===== src/rtl/erx_pkg.sv =====
// link receiver shared definitions: packet views, register map and widths
package erx_pkg;

   localparam int PW = 104;              // packet width
   localparam int SW = 112;              // sample width, seven 16 bit words

   //######################################
   //# packet, one word read two ways
   //######################################
   typedef union packed {
      logic [PW-1:0] raw;                // fifo and output view
      struct packed {
         logic [31:0] srcaddr;           // [103:72]
         logic [31:0] data;              // [71:40]
         logic [31:0] dstaddr;           // [39:8]
         logic [3:0]  ctrlmode;          // [7:4]
         logic [1:0]  datamode;          // [3:2]
         logic        write;             // [1]
         logic        access;            // [0]
      } f;                               // field view
   } erx_packet_u;

   //######################################
   //# axi4-lite register map
   //######################################
   localparam logic [31:0] REG_CFG     = 32'h0000_0000;  // bit0 enable, bit1 load pulse
   localparam logic [31:0] REG_TAPLO   = 32'h0000_0004;  // taps 31:0
   localparam logic [31:0] REG_TAPHI   = 32'h0000_0008;  // taps 44:32
   localparam logic [31:0] REG_RXCNT   = 32'h0000_000C;  // packets seen, ro
   localparam logic [31:0] REG_DROPCNT = 32'h0000_0010;  // packets lost, ro

   localparam logic [1:0]  RESP_OKAY   = 2'b00;

endpackage


===== src/rtl/erx_fifo.sv =====
// packet fifo: circular buffer with valid/ready output, wait level and drop flag
module erx_fifo
   import erx_pkg::*;
#(
   parameter int FIFO_DEPTH = 4,
   parameter int WAIT_LEVEL = 3
)
(
   input  logic          rx_lclk,
   input  logic          erx_io_nreset,
   input  logic          pkt_push,
   input  erx_packet_u   pkt,
   input  logic          pkt_burst_in,
   output logic          pkt_valid,
   input  logic          pkt_ready,
   output logic [PW-1:0] pkt_data,
   output logic          pkt_burst,
   output logic          rx_wr_wait,     // pushback to transmitter
   output logic          drop            // overflow pulse
);

   localparam int AW = (FIFO_DEPTH > 1) ? $clog2(FIFO_DEPTH) : 1;
   localparam int LW = $clog2(FIFO_DEPTH + 1);

   logic [PW-1:0] mem       [FIFO_DEPTH];
   logic          burst_mem [FIFO_DEPTH];
   logic [AW-1:0] wr_ptr;
   logic [AW-1:0] rd_ptr;
   logic [LW-1:0] level;
   logic          full;
   logic          pop;
   logic          wr_en;

   // pointer step with wrap, depth need not be a power of two
   function automatic logic [AW-1:0] bump(input logic [AW-1:0] p);
      return (p == AW'(FIFO_DEPTH - 1)) ? '0 : p + 1'b1;
   endfunction

   assign full  = (level == LW'(FIFO_DEPTH));
   assign pop   = pkt_valid & pkt_ready;
   assign wr_en = pkt_push & (~full | pop);   // a pop frees the slot same cycle

   always_ff @(posedge rx_lclk)
   begin
      if (wr_en)
      begin
         mem[wr_ptr]       <= pkt.raw;
         burst_mem[wr_ptr] <= pkt_burst_in;
      end
   end

   //######################################
   //# pointers and level
   //######################################
   always_ff @(posedge rx_lclk or negedge erx_io_nreset)
   begin
      if (!erx_io_nreset)
      begin
         wr_ptr <= '0;
         rd_ptr <= '0;
         level  <= '0;
         drop   <= 1'b0;
      end
      else
      begin
         drop <= pkt_push & ~wr_en;   // packet lost
         if (wr_en)
            wr_ptr <= bump(wr_ptr);
         if (pop)
            rd_ptr <= bump(rd_ptr);
         case ({wr_en, pop})
            2'b10:   level <= level + 1'b1;
            2'b01:   level <= level - 1'b1;
            default: level <= level;
         endcase
      end
   end

   // head entry drives the output, steady until popped
   assign pkt_valid  = (level != '0);
   assign pkt_data   = mem[rd_ptr];
   assign pkt_burst  = burst_mem[rd_ptr];
   assign rx_wr_wait = (level >= LW'(WAIT_LEVEL));

endmodule


===== src/rtl/erx_frame_ctrl.sv =====
// frame control: word pointer inside a frame, burst detect and access strobe
module erx_frame_ctrl (
   input  logic       rx_lclk,
   input  logic       erx_io_nreset,
   input  logic       enable,          // from config register
   input  logic       frame_q,         // registered frame from sampler
   output logic [6:0] pointer,         // one-hot slot select
   output logic       access,          // packet complete strobe
   output logic       burst            // burst continuation flag
);

   logic burst_detect;

   //######################################
   //# word pointer
   //######################################
   // idle or disabled parks the pointer on slot 0
   always_ff @(posedge rx_lclk or negedge erx_io_nreset)
   begin
      if (!erx_io_nreset)
      begin
         pointer <= 7'b000_0001;
      end
      else if (!enable || !frame_q)
      begin
         pointer <= 7'b000_0001;       // new frame
      end
      else if (pointer[6])
      begin
         pointer <= 7'b000_1000;       // next beat reuses header slots 0-2
      end
      else
      begin
         pointer <= {pointer[5:0], 1'b0};  // mid frame
      end
   end

   //######################################
   //# access strobe and burst detect
   //######################################
   // slot 6 lands one edge after pointer bit6, so strobe then
   always_ff @(posedge rx_lclk or negedge erx_io_nreset)
   begin
      if (!erx_io_nreset)
      begin
         access       <= 1'b0;
         burst_detect <= 1'b0;
      end
      else
      begin
         access <= pointer[6] & enable;
         if (!enable || !frame_q)
            burst_detect <= 1'b0;      // frame over
         else if (access)
            burst_detect <= 1'b1;      // frame kept going past a packet
      end
   end

   assign burst = burst_detect;        // lags one packet, first beat stays low

endmodule


===== src/rtl/erx_regs.sv =====
// register slave: axi4-lite access to enable, delay taps and packet counters
module erx_regs
   import erx_pkg::*;
#(
   parameter int CNT_W = 16
)
(
   input  logic        rx_lclk,
   input  logic        erx_io_nreset,
   input  logic [31:0] awaddr,
   input  logic        awvalid,
   output logic        awready,
   input  logic [31:0] wdata,
   input  logic [3:0]  wstrb,
   input  logic        wvalid,
   output logic        wready,
   output logic [1:0]  bresp,
   output logic        bvalid,
   input  logic        bready,
   input  logic [31:0] araddr,
   input  logic        arvalid,
   output logic        arready,
   output logic [31:0] rdata,
   output logic [1:0]  rresp,
   output logic        rvalid,
   input  logic        rready,
   input  logic        pkt_push,     // packet count
   input  logic        drop,         // drop count
   output logic        enable,
   output logic [44:0] idelay_value,
   output logic        load_taps
);

   logic [31:0]      tap_lo;
   logic [12:0]      tap_hi;
   logic [CNT_W-1:0] rx_cnt;
   logic [CNT_W-1:0] drop_cnt;
   logic [31:0]      taplo_next;
   logic [31:0]      taphi_next;
   logic [31:0]      rd_mux;
   logic             wr_hs;
   logic             rd_hs;

   // byte lanes from wstrb over the old value
   function automatic logic [31:0] wmerge(input logic [31:0] old_v,
                                          input logic [31:0] new_v,
                                          input logic [3:0]  strb);
      logic [31:0] res;
      res = old_v;
      for (int b = 0; b < 4; b++)
      begin
         if (strb[b])
            res[b*8 +: 8] = new_v[b*8 +: 8];
      end
      return res;
   endfunction

   assign taplo_next   = wmerge(tap_lo, wdata, wstrb);
   assign taphi_next   = wmerge({19'b0, tap_hi}, wdata, wstrb);
   assign idelay_value = {tap_hi, tap_lo};
   assign wr_hs        = awvalid & awready & wvalid & wready;
   assign rd_hs        = arvalid & arready;
   assign bresp        = RESP_OKAY;
   assign rresp        = RESP_OKAY;

   //######################################
   //# write channel
   //######################################
   always_ff @(posedge rx_lclk or negedge erx_io_nreset)
   begin
      if (!erx_io_nreset)
      begin
         awready   <= 1'b0;
         wready    <= 1'b0;
         bvalid    <= 1'b0;
         enable    <= 1'b0;
         load_taps <= 1'b0;
         tap_lo    <= '0;
         tap_hi    <= '0;
      end
      else
      begin
         load_taps <= 1'b0;                    // single cycle pulse
         // take address and data together, one at a time
         awready <= awvalid & wvalid & ~awready & ~bvalid;
         wready  <= awvalid & wvalid & ~wready & ~bvalid;
         if (wr_hs)
         begin
            bvalid <= 1'b1;
            case (awaddr)
               REG_CFG:
               begin
                  if (wstrb[0])
                  begin
                     enable    <= wdata[0];
                     load_taps <= wdata[1];
                  end
               end
               REG_TAPLO: tap_lo <= taplo_next;
               REG_TAPHI: tap_hi <= taphi_next[12:0];
               default:   ;                     // unmapped or read-only
            endcase
         end
         else if (bready)
            bvalid <= 1'b0;
      end
   end

   //######################################
   //# read channel and counters
   //######################################
   always_comb
   begin
      case (araddr)
         REG_CFG:     rd_mux = {31'b0, enable};
         REG_TAPLO:   rd_mux = tap_lo;
         REG_TAPHI:   rd_mux = {19'b0, tap_hi};
         REG_RXCNT:   rd_mux = {{(32-CNT_W){1'b0}}, rx_cnt};
         REG_DROPCNT: rd_mux = {{(32-CNT_W){1'b0}}, drop_cnt};
         default:     rd_mux = '0;
      endcase
   end

   always_ff @(posedge rx_lclk or negedge erx_io_nreset)
   begin
      if (!erx_io_nreset)
      begin
         arready  <= 1'b0;
         rvalid   <= 1'b0;
         rx_cnt   <= '0;
         drop_cnt <= '0;
      end
      else
      begin
         arready <= arvalid & ~arready & ~rvalid;
         if (rd_hs)
            rvalid <= 1'b1;
         else if (rready)
            rvalid <= 1'b0;
         if (pkt_push && !(&rx_cnt))
            rx_cnt <= rx_cnt + 1'b1;          // saturates
         if (drop && !(&drop_cnt))
            drop_cnt <= drop_cnt + 1'b1;
      end
   end

   always_ff @(posedge rx_lclk)
   begin
      if (rd_hs)
         rdata <= rd_mux;                     // held until next read
   end

endmodule


===== src/rtl/erx_rx.sv =====
// link receiver top: framing, sampling, unpack, packet fifo and register slave
module erx_rx
   import erx_pkg::*;
#(
   parameter int FIFO_DEPTH = 4,
   parameter int WAIT_LEVEL = 3,
   parameter int CNT_W      = 16
)
(
   input  logic          rx_lclk,
   input  logic          erx_io_nreset,
   input  logic          rx_frame,
   input  logic [15:0]   rx_word,
   output logic          pkt_valid,
   input  logic          pkt_ready,
   output logic [PW-1:0] pkt_data,
   output logic          pkt_burst,
   output logic          rx_wr_wait,
   output logic [44:0]   idelay_value,
   output logic          load_taps,
   input  logic [31:0]   awaddr,
   input  logic          awvalid,
   output logic          awready,
   input  logic [31:0]   wdata,
   input  logic [3:0]    wstrb,
   input  logic          wvalid,
   output logic          wready,
   output logic [1:0]    bresp,
   output logic          bvalid,
   input  logic          bready,
   input  logic [31:0]   araddr,
   input  logic          arvalid,
   output logic          arready,
   output logic [31:0]   rdata,
   output logic [1:0]    rresp,
   output logic          rvalid,
   input  logic          rready
);

   logic          enable;
   logic          frame_q;
   logic [6:0]    pointer;
   logic          access;
   logic          burst;
   logic [SW-1:0] sample;
   erx_packet_u   pkt;
   logic          unp_burst;
   logic          pkt_push;
   logic          drop;

   erx_frame_ctrl u_frame_ctrl (
      .rx_lclk, .erx_io_nreset, .enable, .frame_q, .pointer, .access, .burst
   );

   erx_sampler u_sampler (
      .rx_lclk, .erx_io_nreset, .rx_frame, .rx_word, .pointer, .frame_q, .sample
   );

   erx_unpack u_unpack (
      .rx_lclk, .erx_io_nreset, .access, .burst, .sample, .pkt,
      .pkt_burst (unp_burst),
      .pkt_push
   );

   erx_fifo #(.FIFO_DEPTH(FIFO_DEPTH), .WAIT_LEVEL(WAIT_LEVEL)) u_fifo (
      .rx_lclk, .erx_io_nreset, .pkt_push, .pkt,
      .pkt_burst_in (unp_burst),
      .pkt_valid, .pkt_ready, .pkt_data, .pkt_burst, .rx_wr_wait, .drop
   );

   erx_regs #(.CNT_W(CNT_W)) u_regs (
      .rx_lclk, .erx_io_nreset,
      .awaddr, .awvalid, .awready, .wdata, .wstrb, .wvalid, .wready,
      .bresp, .bvalid, .bready, .araddr, .arvalid, .arready,
      .rdata, .rresp, .rvalid, .rready,
      .pkt_push, .drop, .enable, .idelay_value, .load_taps
   );

endmodule


===== src/rtl/erx_sampler.sv =====
// input sampler: registers the link word and frame, fills the 112 bit sample
module erx_sampler
   import erx_pkg::*;
(
   input  logic          rx_lclk,
   input  logic          erx_io_nreset,
   input  logic          rx_frame,       // ddr sampled frame
   input  logic [15:0]   rx_word,        // ddr sampled word
   input  logic [6:0]    pointer,        // slot select
   output logic          frame_q,
   output logic [SW-1:0] sample
);

   logic [15:0] word_q;

   // input stage for timing
   always_ff @(posedge rx_lclk or negedge erx_io_nreset)
   begin
      if (!erx_io_nreset)
         frame_q <= 1'b0;
      else
         frame_q <= rx_frame;
   end

   always_ff @(posedge rx_lclk)
   begin
      word_q <= rx_word;               // link payload
   end

   //######################################
   //# sample slots
   //######################################
   // slot k takes the word while pointer bit k is set
   always_ff @(posedge rx_lclk)
   begin
      for (int k = 0; k < 7; k++)
      begin
         if (pointer[k])
            sample[k*16 +: 16] <= word_q;
      end
   end

endmodule


===== src/rtl/erx_unpack.sv =====
// unpacker: shuffles the 112 bit sample into the 104 bit packet on access
module erx_unpack
   import erx_pkg::*;
(
   input  logic          rx_lclk,
   input  logic          erx_io_nreset,
   input  logic          access,         // sample complete
   input  logic          burst,          // from burst detect
   input  logic [SW-1:0] sample,
   output erx_packet_u   pkt,
   output logic          pkt_burst,
   output logic          pkt_push        // one cycle per packet
);

   // push strobe trails access by one edge, aligned with pkt
   always_ff @(posedge rx_lclk or negedge erx_io_nreset)
   begin
      if (!erx_io_nreset)
         pkt_push <= 1'b0;
      else
         pkt_push <= access;
   end

   //######################################
   //# byte reorder
   //######################################
   // header slots are left alone on burst beats, so fields carry over
   always_ff @(posedge rx_lclk)
   begin
      if (access)
      begin
         pkt_burst         <= burst;
         pkt.f.access      <= sample[40];
         pkt.f.write       <= sample[41];
         pkt.f.datamode    <= sample[43:42];
         pkt.f.ctrlmode    <= sample[15:12];
         // dstaddr straddles five slices, nibbles at both ends
         pkt.f.dstaddr     <= {sample[11:8], sample[23:16], sample[31:24],
                               sample[39:32], sample[47:44]};
         pkt.f.data        <= {sample[55:48], sample[63:56],
                               sample[71:64], sample[79:72]};   // byte swapped
         pkt.f.srcaddr     <= {sample[87:80], sample[95:88],
                               sample[103:96], sample[111:104]}; // byte swapped
      end
   end

endmodule


===== config.mk =====
export PLATFORM = sky130hd
export DESIGN_NAME = erx_rx
export DESIGN_NICKNAME = d
export VERILOG_FILES = /design/src/rtl/erx_pkg.sv /design/src/rtl/erx_fifo.sv /design/src/rtl/erx_frame_ctrl.sv /design/src/rtl/erx_regs.sv /design/src/rtl/erx_rx.sv /design/src/rtl/erx_sampler.sv /design/src/rtl/erx_unpack.sv
export SDC_FILE = /design/constraint.sdc
export NUM_CORES = 1
export LEC_CHECK = 0
export BUFFER_PORTS_ARGS = -buffer_cell sky130_fd_sc_hd__buf_4
export CORE_MARGIN = 5
export CORE_UTILIZATION = 40
export CTS_CLUSTER_SIZE = 12
export DETAILED_ROUTE_END_ITERATION = 7
export GPL_TIMING_DRIVEN = 0
export PLACE_DENSITY = 0.61
export SYNTH_ARGS = -nofsm -noshare
export SYNTH_HDL_FRONTEND = slang
export SYNTH_SLANG_ARGS = --single-unit

===== constraint.sdc =====
create_clock -name rx_lclk -period 5.92 [get_ports rx_lclk]
set_input_delay 0.592 -clock rx_lclk [delete_from_list [all_inputs] [get_ports rx_lclk]]
set_output_delay 0.592 -clock rx_lclk [all_outputs]
set_load 0.01 [all_outputs]

==> impl_metrics.env <==
export IMPL_p_switching_mw=3.16
export IMPL_clock_sinks=780
export IMPL_drcViolationCount=0
export IMPL_num_rows=96
export IMPL_clockBufferDepth=3
export IMPL_drive_above_1_share_pct=36.8
export IMPL_ant_nets=0
export IMPL_core_area_um2=68700
export IMPL_p_int_mw=9.95
export IMPL_power_frac_clock_pct=37.2
export IMPL_synth_area_um2=27800
export IMPL_hold_viol=0
export IMPL_layout_common_cells="661 x edfxtp_1, 317 x buf_4, 105 x mux4_2"
export IMPL_tightest_slew_ps=1060
export IMPL_run_status="completed"
export IMPL_syn_mean_instance_area_um2=22.2
export IMPL_die_area_um2=74900
export IMPL_whs_ps=89.9
export IMPL_setup_viol=0
export IMPL_routedWlPerCell_um=23.3
export IMPL_post_route_min_period_ps=3950
export IMPL_max_freq_mhz=253
export IMPL_slew_limit_headroom_pct=29.0
export IMPL_cts_tree="yes"
export IMPL_cts_buffers=82
export IMPL_drv_cap=0
export IMPL_place_area_um2=31600
export IMPL_synth_seq_area_share_pct=81.8
export IMPL_multi_input_area_um2=4840
export IMPL_fp_dieW_um=274
export IMPL_worst_slack_ps=1970
export IMPL_dr_pass1_iters=5
export IMPL_synth_edf_count=661
export IMPL_clk_latency_ps=610
export IMPL_drt_initial_drc_count=903
export IMPL_cp_data_arrival_time_ps=3350
export IMPL_grt_max_degree=104
export IMPL_pre_cts_slack_ps=2450
export IMPL_antennaDiodeCount=0
export IMPL_gr_total_overflow=0
export IMPL_grt_use_total_pct=16.3
export IMPL_async_flop_share_pct=13.2
export IMPL_path_clk_slew_ps=60
export IMPL_io_buffers=313
export IMPL_grt_antenna_before_repair=5
export IMPL_crit_required_ps=5330
export IMPL_tns_ps=0
export IMPL_yosys_cell_types_count=55
export IMPL_slew_violations=0
export IMPL_start_util_pct=40.5
export IMPL_rsz0062_at_grt="no"
export IMPL_leakagePower_nw=12.2
export IMPL_ios=319
export IMPL_skew_ps=19.8
export IMPL_die_y_um=274
export IMPL_fin_crit_sh_pct=66.7
export IMPL_fin_cells=2655
export IMPL_hold_path_class="in2reg"
export IMPL_htree_levels=3
export IMPL_worstSetupEndpointType="output port"
export IMPL_hpwl_um=39500
export IMPL_peakVddDrop_uv=203
export IMPL_fin_nets=1796
export IMPL_placed_cells_incl_taps=2508
export IMPL_swShare_pct=24.1
export IMPL_grt_first_pass_wirelength_um=90900
export IMPL_final_area_um2=34200
export IMPL_layout_cells_most_common="edfxtp_1"
export IMPL_drt_wl_total_um=61900
export IMPL_start_kind="register"
export IMPL_area_growth_pct=23.0
export IMPL_critical_path_class="reg2out"
export IMPL_pwr_share_comb_pct=17.1
export IMPL_synth_seq_cells=780
export IMPL_cts_root_buf="clkbuf_16"
export IMPL_p_seq_share_pct=45.7
export IMPL_routed_via_density=5.07
export IMPL_netlist_instances=1251
export IMPL_power_density_nw_per_um2=383
export IMPL_grt_pass1_vias=14300
export IMPL_ys_flop_type="edfxtp_1"
export IMPL_vias=13500
export IMPL_n_fill_cell=5684
export IMPL_cp_max_fo=10
export IMPL_ys_warn_count=0
export IMPL_final_seq_area_um2=22800
export IMPL_place_gp_congestion=0.837
==> synthesized netlist by cell type, drive strengths merged, types with 18 or more instances <==
master  instances  share of area (%)
mux2           66                2.7
clkbuf         20               0.27
and2           28               0.63
edfxtp        661                 71
nand3          19               0.34
nor2           29               0.39
nor4           20               0.55
buf            18               0.33
nor3           20               0.60
mux4          105                8.5
nand4          18               0.43
dfrtp         102                9.2
==> power by group through the flow <==
stage          logic, mW  clock network, mW  registers, mW
2_1_floorplan       1.24                  0           6.08
3_3_place_gp        2.33                  0           6.11
6_report            2.24               4.87           5.99
3_5_place_dp        2.33                  0           6.11
5_1_grt             2.43               5.25           5.99
4_1_cts             2.33               5.02           6.00
==> critical path: stages (launching register included) <==
cell and delay, ps:
dfrtp_1 350, clkbuf_1 470, buf_1 660, buf_2 470, mux4_2 620, buf_4 180
==> through the flow <==
step | utilization [%] | total power, mW
after floorplan | - | 7.32
after global placement | 45.6 | 8.43
after CTS | 49.7 | 13.3
final | 49.8 | 13.1
after detailed placement | 46.0 | 8.43
after global routing | 49.8 | 13.7
==> final timing paths <==
path | from | to | slack [ps] | cells after the start
worst max-delay path | u_fifo.rd_ptr[0] | pkt_data[101] | 1970 | 5
worst min-delay path | rx_word[1] | u_sampler.word_q[1] | 90 | 1
worst min register to register | u_sampler.sample[28] | u_unpack.pkt[24] | 410 | 0
min in group asynchronous | erx_io_nreset | u_regs.tap_hi[6] | 490 | 2
worst max register to register | u_regs.drop_cnt[0] | u_regs.drop_cnt[1] | 3360 | 5
max in group asynchronous | erx_io_nreset | u_frame_ctrl.pointer[0] | 4740 | 3
==> final cells by class <==
cell class | count | share of cell area (%)
inverter | 16 | 0.176
clock buffer | 120 | 6.81
multi-input combinational | 420 | 14.2
tap | 931 | 3.41
clock inverter | 25 | 0.699
timing repair buffer | 325 | 7.73
sequential | 780 | 66.5
buffer | 38 | 0.490
==> cells by family after synthesis <==
logic type / synth area share (%)
buffers and inverters: 0.819
xor gates and xnor gates: 0.819
adders and majority gates: 0.387
and+or+nand+nor: 3.79
muxes: 11.3
other: 0.0135
DFF: 81.8
AOI/OAI and AO/OA: 1.07
==> state kept, by name, indices dropped and copies added (netlist names), 2 cells and up <==
name,count
u_frame_ctrl.pointer,7
u_sampler.sample,104
u_fifo.mem,416
u_fifo.level,3
u_fifo.wr_ptr,2
u_sampler.word_q,16
u_unpack.pkt,104
u_regs.tap_hi,13
u_regs.drop_cnt,16
u_fifo.burst_mem,4
u_regs.rdata,32
u_regs.rx_cnt,16
u_regs.tap_lo,32
u_fifo.rd_ptr,2
==> repair_timing <==
action / CTS / global route
setup buffers: 0 / 0
resized for setup: 0 / 0
endpoints found under the hold margin: 0 / 47
hold buffers: 0 / 1
==> layer usage <==
| metal | global-route usage [%] | share of wire [%] | vias to the layer above |
|---|---|---|---|
| li1 | - | - | 5933 |
| met1 | 20.7 | 40 | 6931 |
| met2 | 27.7 | 50 | 493 |
| met3 | 4.34 | 7.5 | 100 |
| met4 | 5.14 | 2.5 | 8 |
| met5 | 0 | 0.089 | - |
No activity file was read; power rests on OpenSTA's default activity.
